**config.mk**
```make
export PLATFORM = sky130hd
export DESIGN_NAME = traffic_analyzer_gmii
export DESIGN_NICKNAME = d
export VERILOG_FILES = /design/src/hdl/traffic_analyzer_pkg.sv /design/src/hdl/gmii_crc_check.sv /design/src/hdl/gmii_frame_tracker.sv /design/src/hdl/traffic_stats.sv /design/src/hdl/traffic_analyzer_gmii.sv
export SDC_FILE = /design/constraint.sdc
export NUM_CORES = 2
export LEC_CHECK = 0
export BUFFER_PORTS_ARGS = -buffer_cell sky130_fd_sc_hd__buf_2
export CORE_MARGIN = 10
export CORE_UTILIZATION = 25
export DETAILED_ROUTE_END_ITERATION = 7
export GPL_TIMING_DRIVEN = 1
export MAX_ROUTING_LAYER = met4
export PLACE_DENSITY = 0.41
export SLEW_MARGIN = 10
export SYNTH_ARGS = -nofsm -noshare
export SYNTH_HDL_FRONTEND = slang
export SYNTH_SLANG_ARGS = --single-unit
```
**constraint.sdc**
```tcl
create_clock -name clk -period 5.07 [get_ports clk]
set_input_delay 1.014 -clock clk [delete_from_list [all_inputs] [get_ports clk]]
set_output_delay 1.014 -clock clk [all_outputs]
set_load 0.01 [all_outputs]
```
**src/hdl/traffic_analyzer_pkg.sv**
```systemverilog
package traffic_analyzer_pkg;

    // gmii receive octet
    localparam int GMII_DATA_WIDTH = 8;

    // preamble octets and start of frame delimiter
    localparam logic [GMII_DATA_WIDTH-1:0] PREAMBLE_OCTET = 8'h55;
    localparam logic [GMII_DATA_WIDTH-1:0] SFD_OCTET      = 8'hD5;

    // seven preamble octets plus the sfd
    localparam int PREAMBLE_LEN = 8;

    // per frame size counts
    localparam int FRAME_SIZE_WIDTH = 16;

    // statistics widths
    localparam int PKT_COUNT_WIDTH   = 32;
    localparam int OCTET_COUNT_WIDTH = 64;

    // reflected ethernet crc-32, lsb first
    localparam logic [31:0] CRC_POLY = 32'hEDB88320;
    localparam logic [31:0] CRC_INIT = 32'hFFFFFFFF;

    // register value once data and a correct fcs have been shifted in
    localparam logic [31:0] CRC_RESIDUE = 32'hDEBB20E3;

endpackage

```
**src/hdl/gmii_crc_check.sv**
```systemverilog
`timescale 1ns/1ps

module gmii_crc_check (
    input  logic                                           clk,
    input  logic                                           resetn,
    input  logic                                           run,
    input  logic [traffic_analyzer_pkg::GMII_DATA_WIDTH-1:0] gmii_d,
    input  logic                                           gmii_en,
    input  logic                                           gmii_er,
    output logic                                           crc_ok,
    output logic                                           preamble_ok
);

    logic                                             in_frame;
    logic [$clog2(traffic_analyzer_pkg::PREAMBLE_LEN+1)-1:0] oct_cnt;
    logic [traffic_analyzer_pkg::GMII_DATA_WIDTH-1:0] exp_octet;
    logic                                             in_header;
    logic [31:0]                                      crc;
    logic                                             pre_good;
    logic                                             er_seen;

    // one octet through the reflected crc-32, lsb first
    function automatic logic [31:0] crc_step(
        input logic [31:0]                                      crc_in,
        input logic [traffic_analyzer_pkg::GMII_DATA_WIDTH-1:0] octet
    );
        logic [31:0] c;
        c = crc_in ^ {{(32 - traffic_analyzer_pkg::GMII_DATA_WIDTH){1'b0}}, octet};
        for (int i = 0; i < traffic_analyzer_pkg::GMII_DATA_WIDTH; i++) begin
            if (c[0]) begin
                c = (c >> 1) ^ traffic_analyzer_pkg::CRC_POLY;
            end else begin
                c = c >> 1;
            end
        end
        return c;
    endfunction

    // oct_cnt is zero between frames, so the first octet expects a preamble octet
    always_comb begin
        if (oct_cnt == traffic_analyzer_pkg::PREAMBLE_LEN - 1) begin
            exp_octet = traffic_analyzer_pkg::SFD_OCTET;
        end else begin
            exp_octet = traffic_analyzer_pkg::PREAMBLE_OCTET;
        end
    end

    assign in_header = (oct_cnt < traffic_analyzer_pkg::PREAMBLE_LEN);

    // frame position and the latched verdicts
    always_ff @(posedge clk) begin
        if (!resetn || !run) begin
            in_frame    <= 1'b0;
            oct_cnt     <= '0;
            crc_ok      <= 1'b0;
            preamble_ok <= 1'b0;
        end else if (gmii_en) begin
            in_frame <= 1'b1;
            if (in_header) begin
                oct_cnt <= oct_cnt + 1'b1;
            end
        end else if (in_frame) begin
            in_frame <= 1'b0;
            oct_cnt  <= '0;
            // short frames never reach the sfd
            preamble_ok <= pre_good && (oct_cnt == traffic_analyzer_pkg::PREAMBLE_LEN);
            crc_ok      <= !er_seen && (crc == traffic_analyzer_pkg::CRC_RESIDUE);
        end
    end

    // running checks, restarted at every first octet
    always_ff @(posedge clk) begin
        if (gmii_en) begin
            if (!in_frame) begin
                pre_good <= (gmii_d == exp_octet);
                er_seen  <= gmii_er;
                crc      <= traffic_analyzer_pkg::CRC_INIT;
            end else begin
                er_seen <= er_seen | gmii_er;
                if (in_header) begin
                    pre_good <= pre_good && (gmii_d == exp_octet);
                end else begin
                    // layer-2 octets including the fcs
                    crc <= crc_step(crc, gmii_d);
                end
            end
        end
    end

endmodule

```
**src/hdl/gmii_frame_tracker.sv**
```systemverilog
`timescale 1ns/1ps

module gmii_frame_tracker (
    input  logic                                              clk,
    input  logic                                              resetn,
    input  logic                                              run,
    input  logic                                              gmii_en,
    input  logic                                              preamble_ok,
    output logic                                              frame_done,
    output logic [traffic_analyzer_pkg::FRAME_SIZE_WIDTH-1:0] frame_size,
    output logic [traffic_analyzer_pkg::FRAME_SIZE_WIDTH-1:0] l2_size
);

    // idle when low, in frame when high
    logic                                              in_frame;
    logic [traffic_analyzer_pkg::FRAME_SIZE_WIDTH-1:0] size_cnt;
    logic [traffic_analyzer_pkg::FRAME_SIZE_WIDTH-1:0] l2_cnt;
    logic [traffic_analyzer_pkg::FRAME_SIZE_WIDTH-1:0] l2_total;

    always_ff @(posedge clk) begin
        if (!resetn || !run) begin
            in_frame   <= 1'b0;
            size_cnt   <= '0;
            l2_cnt     <= '0;
            frame_size <= '0;
            l2_total   <= '0;
            frame_done <= 1'b0;
        end else begin
            frame_done <= 1'b0;
            if (!in_frame) begin
                if (gmii_en) begin
                    // first octet of a new frame
                    in_frame <= 1'b1;
                    size_cnt <= 1;
                    l2_cnt   <= '0;
                end
            end else if (gmii_en) begin
                size_cnt <= size_cnt + 1'b1;
                // octets after the sfd
                if (size_cnt >= traffic_analyzer_pkg::PREAMBLE_LEN) begin
                    l2_cnt <= l2_cnt + 1'b1;
                end
            end else begin
                in_frame   <= 1'b0;
                frame_done <= 1'b1;
                frame_size <= size_cnt;
                l2_total   <= l2_cnt;
            end
        end
    end

    // preamble_ok is latched on the same edge as l2_total,
    // so the gate sits behind the register
    assign l2_size = preamble_ok ? l2_total : '0;

endmodule

```
**src/hdl/traffic_stats.sv**
```systemverilog
`timescale 1ns/1ps

module traffic_stats (
    input  logic                                               clk,
    input  logic                                               resetn,
    input  logic                                               run,
    input  logic                                               freeze,
    input  logic                                               gmii_en,
    input  logic                                               frame_done,
    input  logic [traffic_analyzer_pkg::FRAME_SIZE_WIDTH-1:0]  frame_size,
    input  logic [traffic_analyzer_pkg::FRAME_SIZE_WIDTH-1:0]  l2_size,
    input  logic                                               crc_ok,
    input  logic                                               preamble_ok,
    output logic [traffic_analyzer_pkg::PKT_COUNT_WIDTH-1:0]   pkts,
    output logic [traffic_analyzer_pkg::PKT_COUNT_WIDTH-1:0]   bad_crc_pkts,
    output logic [traffic_analyzer_pkg::PKT_COUNT_WIDTH-1:0]   bad_preamble_pkts,
    output logic [traffic_analyzer_pkg::OCTET_COUNT_WIDTH-1:0] octets,
    output logic [traffic_analyzer_pkg::OCTET_COUNT_WIDTH-1:0] bad_crc_octets,
    output logic [traffic_analyzer_pkg::OCTET_COUNT_WIDTH-1:0] bad_preamble_octets,
    output logic [traffic_analyzer_pkg::OCTET_COUNT_WIDTH-1:0] octets_idle,
    output logic [traffic_analyzer_pkg::OCTET_COUNT_WIDTH-1:0] octets_total
);

    logic en_d;
    logic freeze_sync;

    logic [traffic_analyzer_pkg::OCTET_COUNT_WIDTH-1:0] frame_octets;
    logic [traffic_analyzer_pkg::OCTET_COUNT_WIDTH-1:0] l2_octets;

    // internal counters
    logic [traffic_analyzer_pkg::PKT_COUNT_WIDTH-1:0]   pkts_cnt;
    logic [traffic_analyzer_pkg::PKT_COUNT_WIDTH-1:0]   bad_crc_pkts_cnt;
    logic [traffic_analyzer_pkg::PKT_COUNT_WIDTH-1:0]   bad_pre_pkts_cnt;
    logic [traffic_analyzer_pkg::OCTET_COUNT_WIDTH-1:0] octets_cnt;
    logic [traffic_analyzer_pkg::OCTET_COUNT_WIDTH-1:0] bad_crc_octets_cnt;
    logic [traffic_analyzer_pkg::OCTET_COUNT_WIDTH-1:0] bad_pre_octets_cnt;
    logic [traffic_analyzer_pkg::OCTET_COUNT_WIDTH-1:0] idle_cnt;
    logic [traffic_analyzer_pkg::OCTET_COUNT_WIDTH-1:0] total_cnt;

    // totals including the frame being finished
    logic [traffic_analyzer_pkg::PKT_COUNT_WIDTH-1:0]   pkts_nxt;
    logic [traffic_analyzer_pkg::PKT_COUNT_WIDTH-1:0]   bad_crc_pkts_nxt;
    logic [traffic_analyzer_pkg::PKT_COUNT_WIDTH-1:0]   bad_pre_pkts_nxt;
    logic [traffic_analyzer_pkg::OCTET_COUNT_WIDTH-1:0] octets_nxt;
    logic [traffic_analyzer_pkg::OCTET_COUNT_WIDTH-1:0] bad_crc_octets_nxt;
    logic [traffic_analyzer_pkg::OCTET_COUNT_WIDTH-1:0] bad_pre_octets_nxt;

    assign frame_octets = {{(traffic_analyzer_pkg::OCTET_COUNT_WIDTH -
                            traffic_analyzer_pkg::FRAME_SIZE_WIDTH){1'b0}}, frame_size};
    assign l2_octets    = {{(traffic_analyzer_pkg::OCTET_COUNT_WIDTH -
                            traffic_analyzer_pkg::FRAME_SIZE_WIDTH){1'b0}}, l2_size};

    // each frame lands in exactly one class
    always_comb begin
        pkts_nxt           = pkts_cnt;
        bad_crc_pkts_nxt   = bad_crc_pkts_cnt;
        bad_pre_pkts_nxt   = bad_pre_pkts_cnt;
        octets_nxt         = octets_cnt;
        bad_crc_octets_nxt = bad_crc_octets_cnt;
        bad_pre_octets_nxt = bad_pre_octets_cnt;
        if (!preamble_ok) begin
            bad_pre_pkts_nxt   = bad_pre_pkts_cnt + 1'b1;
            bad_pre_octets_nxt = bad_pre_octets_cnt + frame_octets;
        end else if (crc_ok) begin
            pkts_nxt   = pkts_cnt + 1'b1;
            octets_nxt = octets_cnt + l2_octets;
        end else begin
            bad_crc_pkts_nxt   = bad_crc_pkts_cnt + 1'b1;
            bad_crc_octets_nxt = bad_crc_octets_cnt + l2_octets;
        end
    end

    always_ff @(posedge clk) begin
        if (!resetn || !run) begin
            en_d                <= 1'b0;
            freeze_sync         <= 1'b0;
            pkts_cnt            <= '0;
            bad_crc_pkts_cnt    <= '0;
            bad_pre_pkts_cnt    <= '0;
            octets_cnt          <= '0;
            bad_crc_octets_cnt  <= '0;
            bad_pre_octets_cnt  <= '0;
            idle_cnt            <= '0;
            total_cnt           <= '0;
            pkts                <= '0;
            bad_crc_pkts        <= '0;
            bad_preamble_pkts   <= '0;
            octets              <= '0;
            bad_crc_octets      <= '0;
            bad_preamble_octets <= '0;
            octets_idle         <= '0;
            octets_total        <= '0;
        end else begin
            en_d <= gmii_en;
            // freeze as seen at the first octet
            if (gmii_en && !en_d) begin
                freeze_sync <= freeze;
            end

            if (frame_done) begin
                pkts_cnt           <= pkts_nxt;
                bad_crc_pkts_cnt   <= bad_crc_pkts_nxt;
                bad_pre_pkts_cnt   <= bad_pre_pkts_nxt;
                octets_cnt         <= octets_nxt;
                bad_crc_octets_cnt <= bad_crc_octets_nxt;
                bad_pre_octets_cnt <= bad_pre_octets_nxt;
                if (!freeze_sync) begin
                    pkts                <= pkts_nxt;
                    bad_crc_pkts        <= bad_crc_pkts_nxt;
                    bad_preamble_pkts   <= bad_pre_pkts_nxt;
                    octets              <= octets_nxt;
                    bad_crc_octets      <= bad_crc_octets_nxt;
                    bad_preamble_octets <= bad_pre_octets_nxt;
                end
            end

            // octet times
            if (!gmii_en) begin
                idle_cnt <= idle_cnt + 1'b1;
            end
            total_cnt <= total_cnt + 1'b1;
            if (!freeze) begin
                octets_idle  <= idle_cnt;
                octets_total <= total_cnt;
            end
        end
    end

endmodule

```
**src/hdl/traffic_analyzer_gmii.sv**
```systemverilog
`timescale 1ns/1ps

module traffic_analyzer_gmii (
    input  logic                                               clk,
    input  logic                                               resetn,
    input  logic [traffic_analyzer_pkg::GMII_DATA_WIDTH-1:0]   gmii_d,
    input  logic                                               gmii_en,
    input  logic                                               gmii_er,
    input  logic                                               run_in,
    input  logic                                               freeze_in,
    output logic [traffic_analyzer_pkg::PKT_COUNT_WIDTH-1:0]   pkts,
    output logic [traffic_analyzer_pkg::PKT_COUNT_WIDTH-1:0]   bad_crc_pkts,
    output logic [traffic_analyzer_pkg::PKT_COUNT_WIDTH-1:0]   bad_preamble_pkts,
    output logic [traffic_analyzer_pkg::OCTET_COUNT_WIDTH-1:0] octets,
    output logic [traffic_analyzer_pkg::OCTET_COUNT_WIDTH-1:0] bad_crc_octets,
    output logic [traffic_analyzer_pkg::OCTET_COUNT_WIDTH-1:0] bad_preamble_octets,
    output logic [traffic_analyzer_pkg::OCTET_COUNT_WIDTH-1:0] octets_idle,
    output logic [traffic_analyzer_pkg::OCTET_COUNT_WIDTH-1:0] octets_total
);

    logic run;
    logic freeze;

    logic                                              crc_ok;
    logic                                              preamble_ok;
    logic                                              frame_done;
    logic [traffic_analyzer_pkg::FRAME_SIZE_WIDTH-1:0] frame_size;
    logic [traffic_analyzer_pkg::FRAME_SIZE_WIDTH-1:0] l2_size;

    // control levels, one register stage
    always_ff @(posedge clk) begin
        if (!resetn) begin
            run    <= 1'b0;
            freeze <= 1'b0;
        end else begin
            run    <= run_in;
            freeze <= freeze_in;
        end
    end

    gmii_crc_check u_crc_check (
        .clk         (clk),
        .resetn      (resetn),
        .run         (run),
        .gmii_d      (gmii_d),
        .gmii_en     (gmii_en),
        .gmii_er     (gmii_er),
        .crc_ok      (crc_ok),
        .preamble_ok (preamble_ok)
    );

    gmii_frame_tracker u_frame_tracker (
        .clk         (clk),
        .resetn      (resetn),
        .run         (run),
        .gmii_en     (gmii_en),
        .preamble_ok (preamble_ok),
        .frame_done  (frame_done),
        .frame_size  (frame_size),
        .l2_size     (l2_size)
    );

    traffic_stats u_stats (
        .clk                 (clk),
        .resetn              (resetn),
        .run                 (run),
        .freeze              (freeze),
        .gmii_en             (gmii_en),
        .frame_done          (frame_done),
        .frame_size          (frame_size),
        .l2_size             (l2_size),
        .crc_ok              (crc_ok),
        .preamble_ok         (preamble_ok),
        .pkts                (pkts),
        .bad_crc_pkts        (bad_crc_pkts),
        .bad_preamble_pkts   (bad_preamble_pkts),
        .octets              (octets),
        .bad_crc_octets      (bad_crc_octets),
        .bad_preamble_octets (bad_preamble_octets),
        .octets_idle         (octets_idle),
        .octets_total        (octets_total)
    );

endmodule

```
# Word-level counts from Yosys, hierarchy flattened
# Index checks and enable logic that the tools add are counted.
[op_classes]
addsub = 11
multipliers = 0
n_div = 0
order_cmp = 2
eq_ne = 8
shifts = 0
mux = 57
bitwise = 13
n_reduce_logical = 17
[ops]
columns = ["operator", "n"]
rows = [
  ["2-to-1 mux 32 bit", 35],
  ["2-to-1 mux 64 bit", 5],
  ["adder 64 x 16 -> 64 bit", 3],
  ["adder 64 x 1 -> 64 bit, second input constant", 2],
  ["2-to-1 mux 16 bit", 8],
  ["NOT 13 -> 14 bit", 8],
  ["adder 32 x 1 -> 32 bit, second input constant", 3],
  ["adder 16 x 1 -> 16 bit, second input constant", 2],
  ["equality test 32 bit, second input constant", 1],
  ["XOR 32 x 8 -> 32 bit", 1],
  ["greater-or-equal comparator 16 x 4 -> 1 bit, second input constant", 1],
  ["2-to-1 mux 4 bit", 3],
  ["AND reduction 2 bit", 6],
  ["equality test 8 bit", 1],
  ["2-to-1 mux 8 bit", 1],
  ["inequality test 2 bit, second input constant", 3],
  ["2-to-1 mux 1 bit", 5],
  ["adder 4 x 1 -> 4 bit, second input constant", 1],
  ["equality test 4 x 3 -> 1 bit, second input constant", 1],
  ["equality test 4 bit, second input constant", 1],
  ["logical AND 1 bit", 4],
  ["logical NOT 1 bit", 4],
  ["< comparator 4 bit, second input constant", 1],
  ["NOT 1 bit", 3],
  ["5 further kinds", 5],
]
[word_totals]
ff_bits = 942
latch_bits = 0
ramBits = 0
romBits = 0
out_inout_bits = 416
word_cells = 140
n_memories = 0

# Depth between registers and ports, before layout
[depth]
word_depth = 39
ltp_mapped = 22
ltp_nobuf = 12

# Cells and area by module
# From an unflattened synthesis, not the netlist that was laid out.
[hier_totals]
hier_cells = 5146
hier_area_um2 = 44033.5
[modules_own_cells]
columns = ["mod", "instances", "cells_each", "area_each_um2"]
rows = [
  ["traffic_stats", 1, 4590, 38669.6],
  ["gmii_frame_tracker", 1, 349, 2930.3],
  ["gmii_crc_check", 1, 203, 2381.0],
  ["traffic_analyzer_gmii", 1, 4, 52.6],
]

# Worst setup path before layout
# OpenSTA, ideal clock, no wires.
[synth_timing]
path_kind = "register to register"
start = "register u_crc_check.preamble_ok"
end = "register u_stats.octets[58] in the netlist's numbering"
setup_time_ps = 132
arrival_ps = 4020
t_required_ps = 4938
setup_slack_ps = 918
path_stages_with_launch = 22
n_path_buf = 9
synth_period_minus_slack_ps = 4152
cell_sequence = "dfxtp_1 > buf_6 > buf_8 > buf_8 > buf_6 > buf_4 > buf_2 > buf_1 > clkbuf_1 > and2_1 > ha_1 > ha_1 > a21oi_1 > a211o_1 > a2bb2oi_1 > o211ai_2 > a21boi_2 > and2_1 > clkbuf_1 > nor4_1 > xnor2_1 > a21oi_1"
[synth_between]
elab_chain_cells = 4
[synth_lines]
columns = ["element", "line", "source"]
rows = [
  ["start: declaration", "gmii_crc_check.sv:11", "output logic preamble_ok"],
  ["start signal: assignment", "gmii_crc_check.sv:66", "preamble_ok <= pre_good && (oct_cnt == traffic_analyzer_pkg::PREAMBLE_LEN);"],
  ["2-to-1 mux 16 bit", "gmii_frame_tracker.sv:54", "assign l2_size = preamble_ok ? l2_total : '0;"],
  ["adder 64 x 16 -> 64 bit", "traffic_stats.sv:66", "octets_nxt = octets_cnt + l2_octets;"],
  ["2-to-1 mux 64 bit", "traffic_stats.sv:64", "end else if (crc_ok) begin"],
  ["2-to-1 mux 64 bit *", "traffic_stats.sv:61", "if (!preamble_ok) begin"],
  ["end signal: assignment", "traffic_stats.sv:111", "octets <= octets_nxt;"],
  ["end: declaration", "traffic_stats.sv:17", "output logic [traffic_analyzer_pkg::OCTET_COUNT_WIDTH-1:0] octets,"],
]
# Mark *: on every way between the ends. The rest lies on a longest branch, timed or not.
# A chain may end at the register's enable or synchronous reset.

# Final worst setup path
[layout_timing]
start = "register u_crc_check.preamble_ok"
end = "register u_stats.octets[63] in the netlist's numbering"
# Same word-level chain as after synthesis.

==> out/summary.md <==
The flow ran to the end, and the final reports show no timing, DRC or antenna violations. TritonCTS built the clock tree. For this run, design rule violations remaining after detail routing come to 0. After detailed routing, the total wire length is 143000 um. The final antenna-violating net count is 0. The average routed wire per standard cell works out to 17.9 um. The cell with the largest stage delay on the worst path was sky130_fd_sc_hd__a2111oi_4. The run gives 0.823 as the weighted congestion reported at the end of routability-driven placement. The count of input and output buffers was 429; the maximum root-to-sink buffer count was 3. After routing the design area is 53000 sq um. The setup violation total in the final timing report came out at 0. The total count of hold-check failures in the final report is 0. The routed design could run at a clock period as short as 3.95 ns. The logs give 222000 um for the global-route wire length before repair and 16.3 mW for the total design power. The via count normalized by instance count is 4.62. For the worst setup path, the data required time is 5.72 ns.

In this run the biggest area consumer among cell types represents 40.5% of the synthesized area. Synthesis produced 5305 cells. The logs give 941 for the number of clock sinks seen by CTS and 0 for the total of hold buffers inserted after clock tree synthesis.

The final layout contains 5607 nets. Type of the worst setup path: reg -> reg. Adding up every negative setup slack in the final design gives 0 ns.

On the final layout, the worst hold slack is 0.446 ns. The data arrival time at the worst-slack endpoint came out at 4.60 ns. The cell area that synthesis handed to floorplanning was 44900 sq um. The initial utilization of the core area, before any placement, comes to 25.2%. The detailed router placed 37000 vias in this run. Placeable core region: 178000 sq um. The critical path startpoint category was a register. Peak fanout along the critical path: 32. Setup repair after global routing left no endpoint under its margin. The number of synthesis warnings is 0, and the die height is 444 um.

Summing all multi-input logic gate instances after layout gives 24000 sq um. Counting flops with a built-in enable in the synthesized netlist gives 34. The number of DRC markers in iteration 0 is 1986, and the critical path's largest stage delay is 0.98 ns.

Between clock sinks in the finished design, the worst skew comes to 0.0326 ns. Summed over all instances, the cell type with the most area after synthesis is sky130_fd_sc_hd__dfxtp_1. Counting instances in the post-synthesis netlist gives the leading cell types as 907 x sky130_fd_sc_hd__dfxtp_1, 769 x sky130_fd_sc_hd__nor2_1, 515 x sky130_fd_sc_hd__nand2_1, 436 x sky130_fd_sc_hd__xor2_1, 313 x sky130_fd_sc_hd__a21oi_1.

Compared with the post-synthesis result, the final layout area differs by 18.0%. The worst setup path is captured at a register. The HPWL after detailed placement is 101000 um.

The initial antenna violation count was 2; the part of the cycle the worst path needs was 77.9%. The register area is 19200 sq um, and the max-slew violation total from the final report is 0. Power per standard cell area: 307 nW/um^2. The CTS clock-pin slew for the worst setup and hold paths was 0.06 ns; the number of buffers added for setup after CTS was 0. Predominant post-synthesis flop cell: sky130_fd_sc_hd__dfxtp_1. The average cell area after synthesis works out to 8.46 sq um. The share of synthesized flip-flops with an asynchronous set or reset works out to 0%. The worst hold path belongs to the class reg -> reg.

The tools report the cell at the root of the clock tree as sky130_fd_sc_hd__clkbuf_16. Counting both buffers and inverters, the worst setup path holds a total of 0. The floorplan step set the die width to 444 um. The tools report the maximum level of the CTS H-tree as 3.

Share of post-route cells with drive strength above 1: 13.6%. The most common cell in the netlist is sky130_fd_sc_hd__dfxtp_1. The critical path goes through and2_1 -> ha_1 -> o21ai_1 -> o22ai_1 -> a32oi_1 -> o311ai_4 -> a21boi_2 -> a2111oi_4 -> nand3_1 -> or3_1 -> a31oi_1.

For the via count of the first global-routing pass, the log shows 36100. Counting every net in the synthesized netlist gives 5358. The headroom to the max-slew limit was 21.0%.

The floorplan step defined a die boundary enclosing 197000 sq um. The number of placed I/O pins came out at 430. The pre-antenna-repair detailed-routing pass consisted of 5 iterations.

Entering global routing, the biggest net connects 215 pins. After synthesis the netlist holds a flip-flop and latch count of 941. The number of clock buffers added by TritonCTS is 115. The instance area after placement came out at 49100 sq um. The logs give 19300 for the final-layout fill cell count and 42.7% for the fraction of the yosys area taken by sequential cells.

In this run, distinct cell masters in the synthesized netlist total 104. Summed over all layers, the global routing overflow is 0. The number of maximum-capacitance violations was 0; the actual transition at the worst max-transition pin was 1.18 ns. In this run, post-CTS repair resized a total of 0 instances.

The floorplan has 155 rows. IR analysis of the VDD net gives a maximum drop of 245 uV. Summed over all cells, the static leakage comes to 18.0 nW. The dominant delay contributor by cell family on the critical path was compound AO/OA/AOI/OAI gates. The tools report the maximum clock frequency as 253 MHz. After synthesis, the cell types taking the most area are sky130_fd_sc_hd__dfxtp_1 40%, sky130_fd_sc_hd__xor2_1 8.5%, sky130_fd_sc_hd__nor2_1 6.4%. For this run, the total global-route usage over all layers was measured as 14.4%.

For the worst-skew pair, the clock arrives at the later sink with an insertion delay of 0.75 ns.
logic make-up after synthesis:
group                    Yosys count  share of synthesized area, %
buffers and inverters            414                          3.90
AO/OA/AOI/OAI                    889                          12.3
adder cells (fa/ha/maj)           45                          1.24
flip-flops                       941                          42.7
multiplexers                     144                          3.21
XOR/XNOR                         705                          13.8
AND/OR/NAND/NOR                 2167                          22.9
cell type report:
type,count,share of cell area [%]
Clock buffer,164,6.38
Multi-Input combinational cell,3950,45.3
Sequential cell,941,36.2
Tap cell,2355,5.56
Timing Repair Buffer,486,5.10
Antenna cell,2,0.00945
Clock inverter,52,0.980
Inverter,60,0.425
registers in the layout, indices dropped and copies added (netlist names), 16 cells and up:
name / flops
u_stats.total_cnt: 64
u_stats.bad_preamble_octets: 64
u_stats.bad_crc_octets: 64
u_stats.octets_cnt: 64
u_stats.bad_pre_pkts_cnt: 32
u_frame_tracker.size_cnt: 16
u_stats.bad_preamble_pkts: 32
u_frame_tracker.l2_total: 16
u_frame_tracker.l2_cnt: 16
u_stats.idle_cnt: 64
u_stats.bad_crc_octets_cnt: 64
u_stats.pkts_cnt: 32
u_stats.bad_crc_pkts: 32
u_frame_tracker.frame_size: 16
u_stats.octets_idle: 64
u_stats.pkts: 32
u_stats.bad_crc_pkts_cnt: 32
u_crc_check.crc: 32
u_stats.octets_total: 64
u_stats.octets: 64
u_stats.bad_pre_octets_cnt: 64
through the flow:
step | utilization (%) | cells | worst slack [ns]
6_report | 29.7 | 8010 | 1.12
5_1_grt | 29.7 | 8009 | 0.831
4_1_cts | 29.7 | 8008 | 1.07
3_5_place_dp | 27.5 | 7792 | 1.14
3_3_place_gp | 27.5 | 7792 | 1.14
2_1_floorplan | - | 5305 | 0.918
worst register-to-register path: cells and delay by family, from the launching register on:
family          cells  cell delay [ns]
flops               1             0.63
compound gates      7             2.20
simple gates        3             0.83
fa+ha+maj           1             0.23
cells in the final DEF, fill, tap and decap left out, drive strengths merged, types with 7 or more instances in the layout:
master / count
nor2b: 25
buf: 486
a21boi: 10
and4: 35
a32oi: 14
o21bai: 7
nand2b: 35
o211ai: 11
nand4: 152
nor2: 772
inv: 62
edfxtp: 34
nor3: 87
dfxtp: 907
a2111oi: 7
o21ai: 265
or2: 14
a311oi: 13
a21oi: 318
ha: 38
mux2i: 143
a211oi: 143
nor4: 46
or3: 69
and2: 54
clkbuf: 164
o22ai: 11
bufinv: 8
o31ai: 7
xor2: 436
and3: 103
o21a: 10
a21o: 24
clkinv: 38
xnor2: 269
a31oi: 17
nand2: 516
nand3: 230
routing by layer:
metal / routed length [um] / track usage (%)
met1: 66900 / 18.3
met2: 66900 / 23.3
met3: 5890 / 2.64
met4: 3480 / 4.24
met5: 0 / -
path summary, 6_finish.rpt:
path	from	endpoint	slack (ns)	cells after the start
max reg2reg	u_crc_check.preamble_ok	u_stats.octets[63]	1.12	11
min	u_stats.bad_crc_octets[15]	u_stats.bad_crc_octets[15]	0.45	1
max	u_crc_check.preamble_ok	u_stats.octets[63]	1.12	11
min reg2reg	u_stats.bad_crc_octets[15]	u_stats.bad_crc_octets[15]	0.45	1
where the power goes:
part           internal (mW)  total, mW  switching [mW]
clock                   5.03       8.47            3.44
combinational          0.123      0.347           0.224
sequential              7.45       7.47          0.0245
(Power assumes the default switching activity.)
